## src/gb_download_pkg.sv

```systemverilog
package gb_download_pkg;

	// Host transfer bus
	localparam int ioctl_addr_w = 25;
	localparam int ioctl_data_w = 16;
	localparam int filetype_w   = 8;

	// File type codes
	// Cartridge matches on the low six bits or on the full alternate code
	localparam logic [5:0]            ft_cart_low = 6'h01;
	localparam logic [filetype_w-1:0] ft_cart_alt = 8'h80;
	localparam logic [filetype_w-1:0] ft_palette  = 8'h03;
	localparam logic [filetype_w-1:0] ft_cheat    = 8'hFF;

	// Colour palette, four 24-bit colours in the top 96 bits
	localparam int palette_w = 128;
	localparam logic [palette_w-1:0] palette_default = 128'h828214517356305A5F1A3B4900000000;

	// Cheat record layout: strobe, flags, address, compare, replace
	localparam int cheat_w          = 129;
	localparam int cheat_strobe_bit = 128;
	localparam int cheat_flags_lsb  = 96;
	localparam int cheat_addr_lsb   = 64;
	localparam int cheat_cmp_lsb    = 32;
	localparam int cheat_repl_lsb   = 0;

	// Byte offsets of each 16-bit word, low word first
	localparam int cheat_offset_w = 4;
	localparam logic [cheat_offset_w-1:0] cheat_offset_flags_lo = 4'd0;
	localparam logic [cheat_offset_w-1:0] cheat_offset_flags_hi = 4'd2;
	localparam logic [cheat_offset_w-1:0] cheat_offset_addr_lo  = 4'd4;
	localparam logic [cheat_offset_w-1:0] cheat_offset_addr_hi  = 4'd6;
	localparam logic [cheat_offset_w-1:0] cheat_offset_cmp_lo   = 4'd8;
	localparam logic [cheat_offset_w-1:0] cheat_offset_cmp_hi   = 4'd10;
	localparam logic [cheat_offset_w-1:0] cheat_offset_repl_lo  = 4'd12;
	localparam logic [cheat_offset_w-1:0] cheat_offset_repl_hi  = 4'd14;

endpackage

```

## src/download_decoder.sv

```systemverilog
`timescale 1ns/1ps

module download_decoder (
	input  logic                                    clk_sys,
	input  logic                                    reset,
	input  logic                                    ioctl_download,
	input  logic                                    ioctl_wr,
	input  logic [gb_download_pkg::ioctl_addr_w-1:0] ioctl_addr,
	input  logic [gb_download_pkg::ioctl_data_w-1:0] ioctl_dout,
	input  logic [gb_download_pkg::filetype_w-1:0]   filetype,
	output logic                                    dl_wr,
	output logic [gb_download_pkg::ioctl_addr_w-1:0] dl_addr,
	output logic [gb_download_pkg::ioctl_data_w-1:0] dl_data,
	output logic                                    cart_active,
	output logic                                    palette_active,
	output logic                                    cheat_active,
	output logic                                    cart_start,
	output logic                                    cart_done
);

	import gb_download_pkg::*;

	logic is_cart;
	logic is_palette;
	logic is_cheat;
	logic cart_prev;

	// File type decode
	always_comb begin
		is_cart    = (filetype[$bits(ft_cart_low)-1:0] == ft_cart_low) ||
		             (filetype == ft_cart_alt);
		is_palette = (filetype == ft_palette);
		is_cheat   = (filetype == ft_cheat);
	end

	// Transfer word and address, one stage behind the host
	always_ff @(posedge clk_sys) begin
		dl_addr <= ioctl_addr;
		dl_data <= ioctl_dout;
	end

	always_ff @(posedge clk_sys) begin
		if (reset) begin
			dl_wr          <= 1'b0;
			cart_active    <= 1'b0;
			palette_active <= 1'b0;
			cheat_active   <= 1'b0;
			cart_prev      <= 1'b0;
		end else begin
			dl_wr          <= ioctl_wr;
			cart_active    <= ioctl_download & is_cart;
			palette_active <= ioctl_download & is_palette;
			cheat_active   <= ioctl_download & is_cheat;
			cart_prev      <= cart_active;
		end
	end

	// Edges of the cartridge download
	assign cart_start = cart_active & ~cart_prev;
	assign cart_done  = cart_prev & ~cart_active;

endmodule

```

## config.mk

```make
export PLATFORM = sky130hd
export DESIGN_NAME = download_decoder
export DESIGN_NICKNAME = d
export VERILOG_FILES = /design/src/gb_download_pkg.sv /design/src/download_decoder.sv
export SDC_FILE = /design/constraint.sdc
export NUM_CORES = 1
export LEC_CHECK = 0
export BUFFER_PORTS_ARGS = -buffer_cell sky130_fd_sc_hd__buf_4
export CAP_MARGIN = 20
export CORE_ASPECT_RATIO = 1.75
export CORE_UTILIZATION = 34
export CTS_CLUSTER_DIAMETER = 200
export DETAILED_ROUTE_END_ITERATION = 10
export GPL_TIMING_DRIVEN = 1
export HOLD_SLACK_MARGIN = 0.12
export PLACE_DENSITY_LB_ADDON = 0.25
export SLEW_MARGIN = 20
export SYNTH_ARGS = -nofsm -noshare
export SYNTH_HDL_FRONTEND = slang
export SYNTH_SLANG_ARGS = --single-unit
```

## constraint.sdc

```tcl
create_clock -name clk_sys -period 1.49 [get_ports clk_sys]
set_clock_uncertainty 0.1 [all_clocks]
set_input_delay 0.0745 -clock clk_sys [delete_from_list [all_inputs] [get_ports clk_sys]]
set_output_delay 0.0745 -clock clk_sys [all_outputs]
set_load 0.05 [all_outputs]
```

Word-level counts from Yosys, hierarchy flattened
Cells that the tools add are included.

Bits in registers: 46. Logic and storage cells: 19.

Eq/ne operators: 4. Bitwise operators: 7. Reductions and logical operators: 1.

Operators by type and width (number): $eq 8x8->1 const B (2); $eq 8x2->1 const B (1); $eq 6x1->1 const B (1); $and 1x1->1 (5); $not 1->1 (2); $logic_or 1x1->1 (1).

Depth between registers and ports, before layout
Gate-level depths: netlist of run 1.

Word-level depth: 3. Gate-level depth with buffers: 2. Gate-level depth less buffers: 2.

Least setup slack after synthesis of run 1
Ideal clock, no wire load.

Kind: flip-flop to output port. Start: register cart_active. End: output port cart_start. Arrival time: 1.421 ns. Setup slack: -0.106 ns. Stages on the path, launching flop included: 2. Path buffers: 0. Cell sequence: dfxtp_1 > nor2b_1.

Word-level cells in the longest chain between the ends: 1.

Ends and longest elaborated chain: start, declared (line download_decoder.sv:14) `output logic cart_active,`; start signal, assigned (line download_decoder.sv:51) `cart_active <= ioctl_download & is_cart;`; $and 1x1->1 (line download_decoder.sv:59) `assign cart_start = cart_active & ~cart_prev;`; end, declared (line download_decoder.sv:17) `output logic cart_start,`.

No other way between the ends.

Worst setup path in the final report of run 1
Start: input port filetype[3] in the netlist's numbering. End: register cart_active.

Word-level cells in the longest chain between the ends: 3.

Ends and longest elaborated chain: start, declared (line download_decoder.sv:10) `input logic [gb_download_pkg::filetype_w-1:0] filetype,`; $eq 8x8->1 or $eq 6x1->1 (tied branches) (line download_decoder.sv:31, download_decoder.sv:30); $logic_or 1x1->1 (*) (line download_decoder.sv:30) `is_cart = (filetype[$bits(ft_cart_low)-1:0] == ft_cart_low) ||`; $and 1x1->1 (*) (line download_decoder.sv:51).

Mark *: on every way between the ends. The rest lies on a longest branch, timed or not. A chain may end at the register's enable or synchronous reset.

==> results of run 1 <==
## metal layers
metal	wire, µm	GRT usage	part of all wire	up-vias
met4	68	0.1042	0.020	0
met1	1029	0.1797	0.31	478
li1	-	-	-	504
met2	2056	0.4146	0.61	48
met3	219	0.04556	0.065	7
met5	0	0	0	-
## power by group
part | internal, mW | leakage (nW) | switching (mW) | total, mW
combinational | 0.251 | 0.717 | 0.291 | 0.542
sequential | 1.29 | 0.387 | 0.0186 | 1.31
clock | 0.315 | 0.0438 | 0.364 | 0.679
## stage by stage
| stage | cells | instance area [µm²] | setup slack (ns) | util | power (mW) |
|---|---|---|---|---|---|
| after floorplan | 60 | 1033 | 0.07351 | - | 1.560 |
| after global placement | 187 | 1812 | 0.2555 | 0.6258 | 1.756 |
| after detailed placement | 187 | 1812 | 0.1949 | 0.6258 | 1.765 |
| after CTS | 245 | 2401 | 0.05897 | 0.8293 | 2.544 |
| after global routing | 245 | 2401 | 0.01458 | 0.8293 | 2.626 |
| final | 245 | 2401 | 0.03625 | 0.8293 | 2.529 |
## worst paths after layout
path                                                to  slack, ns  depth (start not counted)
worst min register to register    cart_prev$_SDFF_PP0_       0.41                          1
worst min-delay path            cart_active$_SDFF_PP0_     -0.009                          3
worst max-delay path            cart_active$_SDFF_PP0_       0.04                          4
worst max register to register    cart_prev$_SDFF_PP0_       0.82                          1
## cells by family after synthesis
kind of cell	after synthesis	synth area share
buf+inv	1	0.003637
flops	46	0.8932
simple gates	12	0.07645
compound gates	1	0.02670
## Yosys cell counts
cell type,number
nand2_1,1
or4_4,1
a2111oi_4,1
nor3_1,1
nand4b_1,1
nor2b_1,4
nand2b_1,2
nand4_1,1
inv_1,1
dfxtp_1,46
nor4_1,1
## flip-flops by register name, summed over array words and instances, names as in the netlist
signal,cells
cart_active,1
cart_prev,1
cheat_active,1
dl_addr,25
dl_data,16
dl_wr,1
palette_active,1
## critical path, cell delays in order
cell and delay, ns:
dlygate4sd3_1 0.55, buf_4 0.14, or4_4 0.43, a2111oi_4 0.34
## cell usage in the layout, fill, tap and decap left out, drive strengths merged
| master | n |
|---|---|
| clkinv | 2 |
| nor2b | 4 |
| nand4 | 1 |
| nor3 | 1 |
| or4 | 1 |
| a2111oi | 1 |
| nor4 | 1 |
| clkbuf | 5 |
| buf | 99 |
| dfxtp | 46 |
| dlygate4sd3 | 51 |
| nand4b | 1 |
| nand2b | 2 |
| inv | 1 |
| nand2 | 1 |
## what timing repair did
item	in CTS	in global routing
resized for setup	0	0
setup endpoints to repair	0	0
hold endpoints to repair	46	2
## cell type report
class | count | share of cell area
repair buffers | 150 | 0.5221
flip-flops and latches | 46 | 0.3835
multi-input cells | 13 | 0.04534
clock buffers | 5 | 0.02866
well taps | 28 | 0.01459
clock inverters | 2 | 0.004169
inverters | 1 | 0.001563
==> results_tabular.tex, run 1 <==
\begin{tabular}{lr}
\hline
Metric & Value \\
\hline
\multicolumn{2}{l}{\textbf{Global route}} \\
\quad GR Overflow Total & 0 \\
\quad Number of antenna violations at the first check in global routing & 0 \\
\quad Number of global-route vias before repair & 1055 \\
\quad Global-route wire length before repair & 4.740 mm \\
\quad Largest net degree at the start of global routing & 14 \\
\quad Overall global routing resource usage & 0.2060 \\
\multicolumn{2}{l}{\textbf{Setup path}} \\
\quad Worst endpoint data arrival time & 1.53 ns \\
\quad Crit path required time & 1.57 ns \\
\quad Launch point of the worst path & filetype[3] \\
\quad Startpoint of the worst-slack reg-to-reg timing path & cart\_active\$\_SDFF\_PP0\_ \\
\quad Critical Path Start Type & input port \\
\quad Peak fanout along the critical path & 2 \\
\quad Critical path start-end classification & in2reg \\
\quad Endpoint type of the worst setup path & register \\
\multicolumn{2}{l}{\textbf{Layout}} \\
\quad Ant. Diodes & 0 \\
\quad Filler cell count & 166 \\
\quad Share of layout cells above drive strength 1 & 0.5023 \\
\quad Relative area change from synthesis to final layout & 132.9\% \\
\quad Area of the multi-input gates & between 100 and 150 µm² \\
\quad Register cell area after layout & around 920 µm² \\
\quad Final nets & 270 \\
\multicolumn{2}{l}{\textbf{STA}} \\
\quad Setup-violating endpoint count in the final report & 0 \\
\quad Worst hold margin & -0.008607 ns \\
\quad Transition at the pin with the smallest max-transition slack & around 0.25 ns \\
\quad Summed negative setup slack over all endpoints & 0 ns \\
\quad Final critical-path share of the clock period & 0.9757 \\
\quad Maximum clock rate & 687.9 MHz \\
\quad Final Critical Period & $\sim$1.5 ns \\
\quad Number of hold violations in the final report & 2 \\
\quad Slew margin rel. & 0.8307 \\
\quad Max-slew violation count & 0 \\
\quad RSZ-0062 raised after global routing & false \\
\multicolumn{2}{l}{\textbf{Synth}} \\
\quad Largest cells by area after synthesis & dfxtp\_1 (89\%), a2111oi\_4 (2.7\%), nor2b\_1 (2.4\%) \\
\quad Sequential cell area fraction in the yosys report & 0.8932 \\
\quad Synthesized area & 1031 µm² \\
\quad Post-Synthesis Mean Instance Area & 17.18 µm² \\
\quad Gate count after technology mapping & 60 \\
\quad Post-synthesis cell type with the largest combined area & dfxtp\_1 \\
\quad Area share of the largest cell type after synthesis & 0.8932 \\
\quad Synthesized Nets & 113 \\
\quad Yosys warns & 0 \\
\quad Flop and latch count out of synthesis & 46 \\
\quad Post-synthesis cell type count & 11 \\
\multicolumn{2}{l}{\textbf{Floorplanning}} \\
\quad Die footprint & between 3000 and 4000 µm² \\
\quad Floorplan row count & 26 \\
\quad Core Box Area & 2895 µm² \\
\quad DIE HEIGHT & 74.85 µm \\
\quad Horiz. Die Dim & $\sim$44 µm \\
\quad Total I/O pin count & 100 \\
\quad Starting Density & 0.3561 \\
\multicolumn{2}{l}{\textbf{Detailed routing}} \\
\quad Number of DRC markers in iteration 0 & 15 \\
\quad Antenna-violating nets left & 0 \\
\quad Vias & 1037 \\
\quad Mean routed wirelength per cell & 13.77 µm \\
\quad Via-per-instance ratio & 4.233 \\
\quad Number of optimization iterations in the first detailed-route pass & 7 \\
\quad Routed Wire Length & 3.373 mm \\
\quad DR DRC count & 7 \\
\multicolumn{2}{l}{\textbf{Run status}} \\
\quad Result of the run & finished with violations \\
\quad Violated checks & DRC, hold timing \\
\multicolumn{2}{l}{\textbf{Placement}} \\
\quad Post-DP HPWL & 1.973 mm \\
\quad Count of buffers inserted at the top-level ports & 99 \\
\quad GP Congestion & slightly below 0.7 \\
\multicolumn{2}{l}{\textbf{Worst hold path}} \\
\quad Type of the worst min-delay path & in2reg \\
\quad Hold Startpoint & filetype[5] \\
\multicolumn{2}{l}{\textbf{Clock tree}} \\
\quad Number of levels the H-tree was split into & 2 \\
\quad CTS Buf Count & 5 \\
\quad Clock latency on the worst-skew pair & 0.28 ns \\
\quad CTS tree & done \\
\quad Clock sink total & 46 \\
\quad Clock-pin slew of the registers on the worst-case setup and hold paths & 0.07 ns \\
\quad Cts-stage hold buffer count & 51 \\
\quad Post-CTS setup repair buffer count & 0 \\
\quad Worst-case clock buffer depth & 2 \\
\quad Master cell of the clock root buffer & clkbuf\_8 \\
\multicolumn{2}{l}{\textbf{Pwr}} \\
\quad Leakage power & 1.148 nW \\
\quad Worst supply voltage drop on vdd & between 0.0006 and 0.0007 V \\
\quad Pwr Density & 1053 nW/µm² \\
\multicolumn{2}{l}{\textbf{Run}} \\
\quad Maximum Capacitance Violations & 0 \\
\hline
\end{tabular}
(Power assumes the default switching activity.)
==> run 2: changes to the inputs <==
--- a/config.mk
+++ b/config.mk
@@ -14,6 +14,7 @@
 export GPL_TIMING_DRIVEN = 1
 export HOLD_SLACK_MARGIN = 0.12
 export PLACE_DENSITY_LB_ADDON = 0.25
+export SETUP_SLACK_MARGIN = 0.05
 export SLEW_MARGIN = 20
 export SYNTH_ARGS = -nofsm -noshare
 export SYNTH_HDL_FRONTEND = slang
==> run 2 against run 1 <==
Critical path depth rose by 1. Count of clock-buffer cells in the layout did not move. Via count rose by 0.39%. Global-route usage did not move. The run still ends with DRC, hold timing left. Hold slack got worse by 0.0079 ns. Combinational power barely moved. First-iteration DRC count did not move. Final area rose by 0.42%. Clock power barely moved. Largest cell class unchanged. Non-clock buffer count rose by 1. Register-to-register slack barely moved.
==> results_tabular.tex, run 2 (same netlist as run 1, synthesis figures left out) <==
\begin{tabular}{lr}
\hline
Metric & Value \\
\hline
\multicolumn{2}{l}{\textbf{Run status}} \\
\quad Result of the run & finished with violations \\
\quad Violated checks & DRC, hold timing \\
\multicolumn{2}{l}{\textbf{Detailed routing}} \\
\quad DR DRC count & 7 (unchanged) \\
\quad Routed Wire Length & 3.394 mm (+0.62\%) \\
\quad Antenna-violating nets left & 0 (unchanged) \\
\quad Vias & 1041 (+0.39\%) \\
\quad Number of DRC markers in iteration 0 & 15 (unchanged) \\
\quad Number of optimization iterations in the first detailed-route pass & 7 (unchanged) \\
\quad Via-per-instance ratio & 4.232 (about the same) \\
\quad Mean routed wirelength per cell & 13.80 µm (+0.21\%) \\
\multicolumn{2}{l}{\textbf{Global route}} \\
\quad Overall global routing resource usage & 0.2060 (unchanged) \\
\quad Global-route wire length before repair & 4.740 mm (unchanged) \\
\quad Number of global-route vias before repair & 1055 (unchanged) \\
\quad GR Overflow Total & 0 (unchanged) \\
\quad Number of antenna violations at the first check in global routing & 0 (unchanged) \\
\quad Largest net degree at the start of global routing & 14 (unchanged) \\
\multicolumn{2}{l}{\textbf{STA}} \\
\quad Max-slew violation count & 0 (unchanged) \\
\quad Transition at the pin with the smallest max-transition slack & 0.2544 ns (+0.0003431 ns) \\
\quad Post-layout worst setup margin & 0.05557 ns (+0.01932 ns) \\
\quad Worst hold margin & -0.01653 ns (-0.007924 ns) \\
\quad Summed negative setup slack over all endpoints & 0 ns (unchanged) \\
\quad Slew margin rel. & 0.8304 (about the same) \\
\quad Number of hold violations in the final report & 2 (unchanged) \\
\quad Final Critical Period & 1.434 ns (-0.01932 ns) \\
\quad RSZ-0062 raised after global routing & false \\
\quad Maximum clock rate & 697.1 MHz (+1.3\%) \\
\quad Setup-violating endpoint count in the final report & 0 (unchanged) \\
\quad Final critical-path share of the clock period & 0.9627 (-0.01297) \\
\multicolumn{2}{l}{\textbf{Pwr}} \\
\quad Leakage power & 1.152 nW (+0.37\%) \\
\quad Pwr Density & 1051 nW/µm² (-0.24\%) \\
\quad Worst supply voltage drop on vdd & 0.0006938 V (-0.20\%) \\
\quad Total power after layout & 2.533 mW (+0.18\%) \\
\multicolumn{2}{l}{\textbf{Layout}} \\
\quad Share of layout cells above drive strength 1 & 0.5000 (-0.002304) \\
\quad Relative area change from synthesis to final layout & 133.9\% \\
\quad Number of flip-flops in the largest register & 25 (unchanged) \\
\quad Top flop regs & dl\_addr: 25 flops, dl\_data: 16 flops \\
\quad Leading cell type in the layout, fill and taps excluded & buf\_4 \\
\quad Ant. Diodes & 0 (unchanged) \\
\quad Commonest cells after routing, fill and taps aside & buf\_4 (99), dlygate4sd3\_1 (52), dfxtp\_1 (46), clkbuf\_8 (5), nor2b\_1 (3) \\
\quad Final nets & 271 (+0.37\%) \\
\quad Most flops, register & dl\_addr \\
\multicolumn{2}{l}{\textbf{Clock tree}} \\
\quad Worst-case clock buffer depth & 2 (unchanged) \\
\quad Clock sink total & 46 (unchanged) \\
\quad Clock latency on the worst-skew pair & 0.28 ns (about the same) \\
\quad Post-CTS setup repair buffer count & 0 (unchanged) \\
\quad Master cell of the clock root buffer & clkbuf\_8 \\
\quad Number of gates resized after CTS & 0 (unchanged) \\
\quad CTS Buf Count & 5 (unchanged) \\
\quad Clock-pin slew of the registers on the worst-case setup and hold paths & 0.07 ns (about the same) \\
\quad Number of levels the H-tree was split into & 2 (unchanged) \\
\quad CTS tree & done \\
\multicolumn{2}{l}{\textbf{Floorplanning}} \\
\quad DIE HEIGHT & 74.85 µm (unchanged) \\
\quad Total I/O pin count & 100 (unchanged) \\
\quad Die footprint & 3265 µm² (unchanged) \\
\quad Core Box Area & 2895 µm² (unchanged) \\
\quad Starting Density & 0.3561 (unchanged) \\
\quad Floorplan row count & 26 (unchanged) \\
\quad Horiz. Die Dim & 43.63 µm (unchanged) \\
\multicolumn{2}{l}{\textbf{Worst hold path}} \\
\quad Hold Path Stages & 3 (unchanged) \\
\quad Type of the worst min-delay path & in2reg \\
\multicolumn{2}{l}{\textbf{Run}} \\
\quad Maximum Capacitance Violations & 0 (unchanged) \\
\multicolumn{2}{l}{\textbf{Setup path}} \\
\quad Peak fanout along the critical path & 3 (+1) \\
\quad Worst-case reg-to-reg path depth & 1 (unchanged) \\
\quad Critical Path Start Type & input port \\
\quad Crit path required time & 1.59 ns (+0.02 ns) \\
\quad Worst endpoint data arrival time & 1.54 ns (about the same) \\
\quad Critical path start-end classification & in2reg \\
\quad Endpoint type of the worst setup path & register \\
\multicolumn{2}{l}{\textbf{Placement}} \\
\quad Post-placement worst setup slack & 0.1949 ns (unchanged) \\
\quad GP Congestion & 0.6807 (unchanged) \\
\quad Count of buffers inserted at the top-level ports & 99 (unchanged) \\
\quad Post-DP HPWL & 1.973 mm (unchanged) \\
\hline
\end{tabular}
## run 2: worst max-delay path, stage by stage
cell and delay (ns):
dlygate4sd3_1 0.53, buf_4 0.12, nand4_1 0.10, dlygate4sd3_1 0.58, nor3_1 0.14
## run 2: what timing repair did
item	CTS	global route
endpoints found under the setup margin	0	1
hold endpoints to repair	46	2
hold buffers	51	1
## run 2: worst paths after layout
kind | from | to | slack (ns)
max | filetype[6] | cheat_active$_SDFF_PP0_ | 0.06
min | filetype[2] | cart_active$_SDFF_PP0_ | -0.02
max reg2reg | cart_active$_SDFF_PP0_ | cart_prev$_SDFF_PP0_ | 0.82
min reg2reg | cart_active$_SDFF_PP0_ | cart_prev$_SDFF_PP0_ | 0.41
## run 2: report_power, final
part | internal (mW) | switching [mW] | total [mW] | leakage [nW]
sequential | 1.29 | 0.0186 | 1.31 | 0.387
clock | 0.315 | 0.366 | 0.681 | 0.0438
combinational | 0.253 | 0.291 | 0.544 | 0.722
total | 1.86 | 0.676 | 2.53 | 1.15
## run 2: area by class of cell
cell class	count	area, µm²
clock buffers	5	68.82
clock inverters	2	10.01
fillers	165	484.2
inverters	1	3.754
multi-input cells	13	108.9
flip-flops and latches	46	920.9
well taps	28	35.03
repair buffers	151	1264
## run 2: per-layer routing
layer	global-route usage	share of wire
met1	0.1797	0.31
met2	0.4146	0.60
met3	0.04556	0.067
met4	0.1042	0.020
met5	0	0
## run 2: through the flow
stage,std cells,util,area [µm²]
finish,246,0.8328,2411
global route,246,0.8328,2411
CTS,245,0.8293,2401
detailed placement,187,0.6258,1812
global placement,187,0.6258,1812
floorplan,60,-,1033
==> run 3: changes to the inputs <==
--- a/config.mk
+++ b/config.mk
@@ -8,7 +8,7 @@
 export BUFFER_PORTS_ARGS = -buffer_cell sky130_fd_sc_hd__buf_4
 export CAP_MARGIN = 20
 export CORE_ASPECT_RATIO = 1.75
-export CORE_UTILIZATION = 34
+export CORE_UTILIZATION = 37
 export CTS_CLUSTER_DIAMETER = 200
 export DETAILED_ROUTE_END_ITERATION = 10
 export GPL_TIMING_DRIVEN = 1
==> constraint.sdc (replaced) <==
create_clock -name clk_sys -period 1.75 [get_ports clk_sys]
set_clock_uncertainty 0.1 [all_clocks]
set_input_delay 0.0875 -clock clk_sys [delete_from_list [all_inputs] [get_ports clk_sys]]
set_output_delay 0.0875 -clock clk_sys [all_outputs]
set_load 0.05 [all_outputs]
==> run 3 against run 2 <==
Combinational power shrank 13%. Critical endpoint is now palette_active$_SDFF_PP0_. The flow now finishes without violations. Sequential power fell by 15%. First-iteration DRC count up 13%. Highest routed layer unchanged. Largest power group unchanged. Count of clock-buffer cells in the layout unchanged. Register-to-register slack better by 0.26 ns. Via count rose by 3.9%. Largest cell class unchanged. Setup slack better by 0.055 ns.
==> results_tabular.tex, run 3 (same netlist as run 1, synthesis figures left out) <==
\begin{tabular}{lr}
\hline
Metric & Value \\
\hline
\multicolumn{2}{l}{\textbf{Layout}} \\
\quad Final nets & 272 (+0.37\%) \\
\quad Number of flip-flops in the largest register & 25 (unchanged) \\
\quad Post-route non-filler standard cell count & 246 (unchanged) \\
\quad Commonest cells after routing, fill and taps aside & buf\_4 (99), dlygate4sd3\_1 (53), dfxtp\_1 (46), clkbuf\_8 (5), nor2b\_1 (4) \\
\quad Relative area change from synthesis to final layout & 135.0\% \\
\quad Share of layout cells above drive strength 1 & 0.4977 (-0.002283) \\
\quad Most flops, register & dl\_addr \\
\quad Top flop regs & dl\_addr: 25 flops, dl\_data: 16 flops \\
\quad Ant. Diodes & 0 (unchanged) \\
\quad Leading cell type in the layout, fill and taps excluded & buf\_4 \\
\multicolumn{2}{l}{\textbf{STA}} \\
\quad RSZ-0062 raised after global routing & true \\
\quad Final critical-path share of the clock period & 0.9370 \\
\quad Max-slew violation count & 0 (unchanged) \\
\quad Slew margin rel. & 0.8410 (+0.01052) \\
\quad Maximum clock rate & about 600 MHz \\
\quad Number of hold violations in the final report & 0 (-2) \\
\quad Post-layout worst setup margin & 0.1103 ns (+0.05473 ns) \\
\quad Setup-violating endpoint count in the final report & 0 (unchanged) \\
\quad Transition at the pin with the smallest max-transition slack & 0.2386 ns (-0.01578 ns) \\
\quad Summed negative setup slack over all endpoints & 0 ns (unchanged) \\
\quad Final Critical Period & 1.640 ns \\
\multicolumn{2}{l}{\textbf{Setup path}} \\
\quad Launch point of the worst path & reset \\
\quad Crit path required time & 1.88 ns (+0.29 ns) \\
\quad Critical Path Start Type & input port \\
\quad Endpoint type of the worst setup path & register \\
\quad Critical path start-end classification & in2reg \\
\quad Worst endpoint data arrival time & 1.77 ns (+0.23 ns) \\
\quad Startpoint of the worst-slack reg-to-reg timing path & cart\_active\$\_SDFF\_PP0\_ \\
\quad Peak fanout along the critical path & 4 (+1) \\
\multicolumn{2}{l}{\textbf{Global route}} \\
\quad Number of global-route vias before repair & 1204 (+14\%) \\
\quad GR Overflow Total & 0 (unchanged) \\
\quad Largest net degree at the start of global routing & 14 (unchanged) \\
\quad Number of antenna violations at the first check in global routing & 0 (unchanged) \\
\quad Overall global routing resource usage & 0.2638 (+0.05775) \\
\quad Global-route wire length before repair & 5.699 mm (+20\%) \\
\multicolumn{2}{l}{\textbf{Worst hold path}} \\
\quad Type of the worst min-delay path & in2reg \\
\quad Hold Startpoint & ioctl\_dout[10] \\
\multicolumn{2}{l}{\textbf{Run}} \\
\quad Maximum Capacitance Violations & 0 (unchanged) \\
\multicolumn{2}{l}{\textbf{Placement}} \\
\quad Total instance count after detailed placement & 186 (-0.53\%) \\
\quad Post-placement worst setup slack & 0.4748 ns (+0.2800 ns) \\
\quad Count of buffers inserted at the top-level ports & 99 (unchanged) \\
\quad Post-DP HPWL & 1.953 mm (-1.0\%) \\
\quad GP Congestion & 0.7157 (+5.1\%) \\
\multicolumn{2}{l}{\textbf{Run status}} \\
\quad Result of the run & finished clean \\
\multicolumn{2}{l}{\textbf{Clock tree}} \\
\quad Number of levels the H-tree was split into & 2 (unchanged) \\
\quad Post-CTS setup repair buffer count & 0 (unchanged) \\
\quad Clock latency on the worst-skew pair & 0.28 ns (about the same) \\
\quad Clock sink total & 46 (unchanged) \\
\quad Master cell of the clock root buffer & clkbuf\_8 \\
\quad Clock-pin slew of the registers on the worst-case setup and hold paths & 0.08 ns (about the same) \\
\quad CTS tree & done \\
\quad Worst-case clock buffer depth & 2 (unchanged) \\
\quad CTS Buf Count & 5 (unchanged) \\
\multicolumn{2}{l}{\textbf{Detailed routing}} \\
\quad DR DRC count & 0 (-7) \\
\quad Routed Wire Length & 3.976 mm (+17\%) \\
\quad Mean routed wirelength per cell & 16.16 µm (+17\%) \\
\quad Number of optimization iterations in the first detailed-route pass & 4 (-3) \\
\quad Via-per-instance ratio & 4.398 (+3.9\%) \\
\quad Vias & 1082 (+3.9\%) \\
\quad Number of DRC markers in iteration 0 & 17 (+2) \\
\quad Antenna-violating nets left & 0 (unchanged) \\
\multicolumn{2}{l}{\textbf{Pwr}} \\
\quad Pwr Density & 894.3 nW/µm² (-15\%) \\
\quad Leakage power & 1.157 nW (+0.40\%) \\
\quad Worst supply voltage drop on vdd & 0.0007684 V (+11\%) \\
\multicolumn{2}{l}{\textbf{Floorplanning}} \\
\quad Starting Density & 0.3878 (+0.03167) \\
\quad Floorplan row count & 25 (-3.8\%) \\
\quad Die footprint & 3010 µm² (-7.8\%) \\
\quad Core Box Area & 2659 µm² (-8.2\%) \\
\quad Total I/O pin count & 100 (unchanged) \\
\quad DIE HEIGHT & 71.83 µm (-4.0\%) \\
\quad Horiz. Die Dim & 41.91 µm (-3.9\%) \\
\hline
\end{tabular}
run 3: cell types whose count changed in the layout (fill, tap and decap cells not counted):
cell	previous run	this run
nor3_2	0	1
nor2b_1	3	4
dlygate4sd3_1	52	53
nor2b_2	1	0
nor3_1	1	0
run 3: layout make-up:
| type | count | area (µm²) |
|---|---|---|
| Multi-Input combinational cell | 13 | 111.4 |
| Clock inverter | 2 | 10.01 |
| Tap cell | 27 | 33.78 |
| Fill cell | 100 | 236.5 |
| Sequential cell | 46 | 920.9 |
| Clock buffer | 5 | 68.82 |
| Timing Repair Buffer | 152 | 1274 |
| Inverter | 1 | 3.754 |
run 3: per-layer routing:
metal  wire (µm)  track usage  vias up
li1            -            -      507
met5           0            0        -
met1        1189       0.2341      510
met2        2497       0.5243       57
met3         194      0.06045        8
met4          94       0.1326        0
run 3: power by group:
group | internal [mW] | switching, mW | total, mW
clock | 0.268 | 0.313 | 0.582
combinational | 0.215 | 0.256 | 0.471
sequential | 1.10 | 0.0162 | 1.11
run 3: path summary, 6_finish.rpt:
kind / to / cells past startpoint / slack [ns]
hold / removal: dl_data[10]$_DFF_P_ / 2 / 0.35
hold reg to reg: cart_prev$_SDFF_PP0_ / 1 / 0.41
setup reg to reg: cart_prev$_SDFF_PP0_ / 1 / 1.08
setup / recovery: palette_active$_SDFF_PP0_ / 5 / 0.11
run 3: repair_timing:
| item | 4_1_cts | 5_1_grt |
|---|---|---|
| hold endpoints to repair | 46 | 1 |
| hold buffers | 52 | 2 |
| setup endpoints to repair | 0 | 1 |
| gates resized for setup | 0 | 1 |
run 3: stage by stage:
step / cell area (µm²) / power [mW] / utilization / hold WS (ns)
floorplan: 1031 / 1.328 / - / 0.01522
global placement: 1808 / 1.496 / 0.6800 / 0.09179
detailed placement: 1808 / 1.503 / 0.6800 / 0.09294
CTS: 2407 / 2.154 / 0.9054 / 0.3388
global route: 2422 / 2.247 / 0.9111 / 0.3424
finish: 2422 / 2.166 / 0.9111 / 0.3454
run 3: worst max-delay path, cell delays in order:
cell	delay (ns)
dlygate4sd3_1	0.53
buf_4	0.15
nand4b_1	0.24
nor4_1	0.19
dlygate4sd3_1	0.57
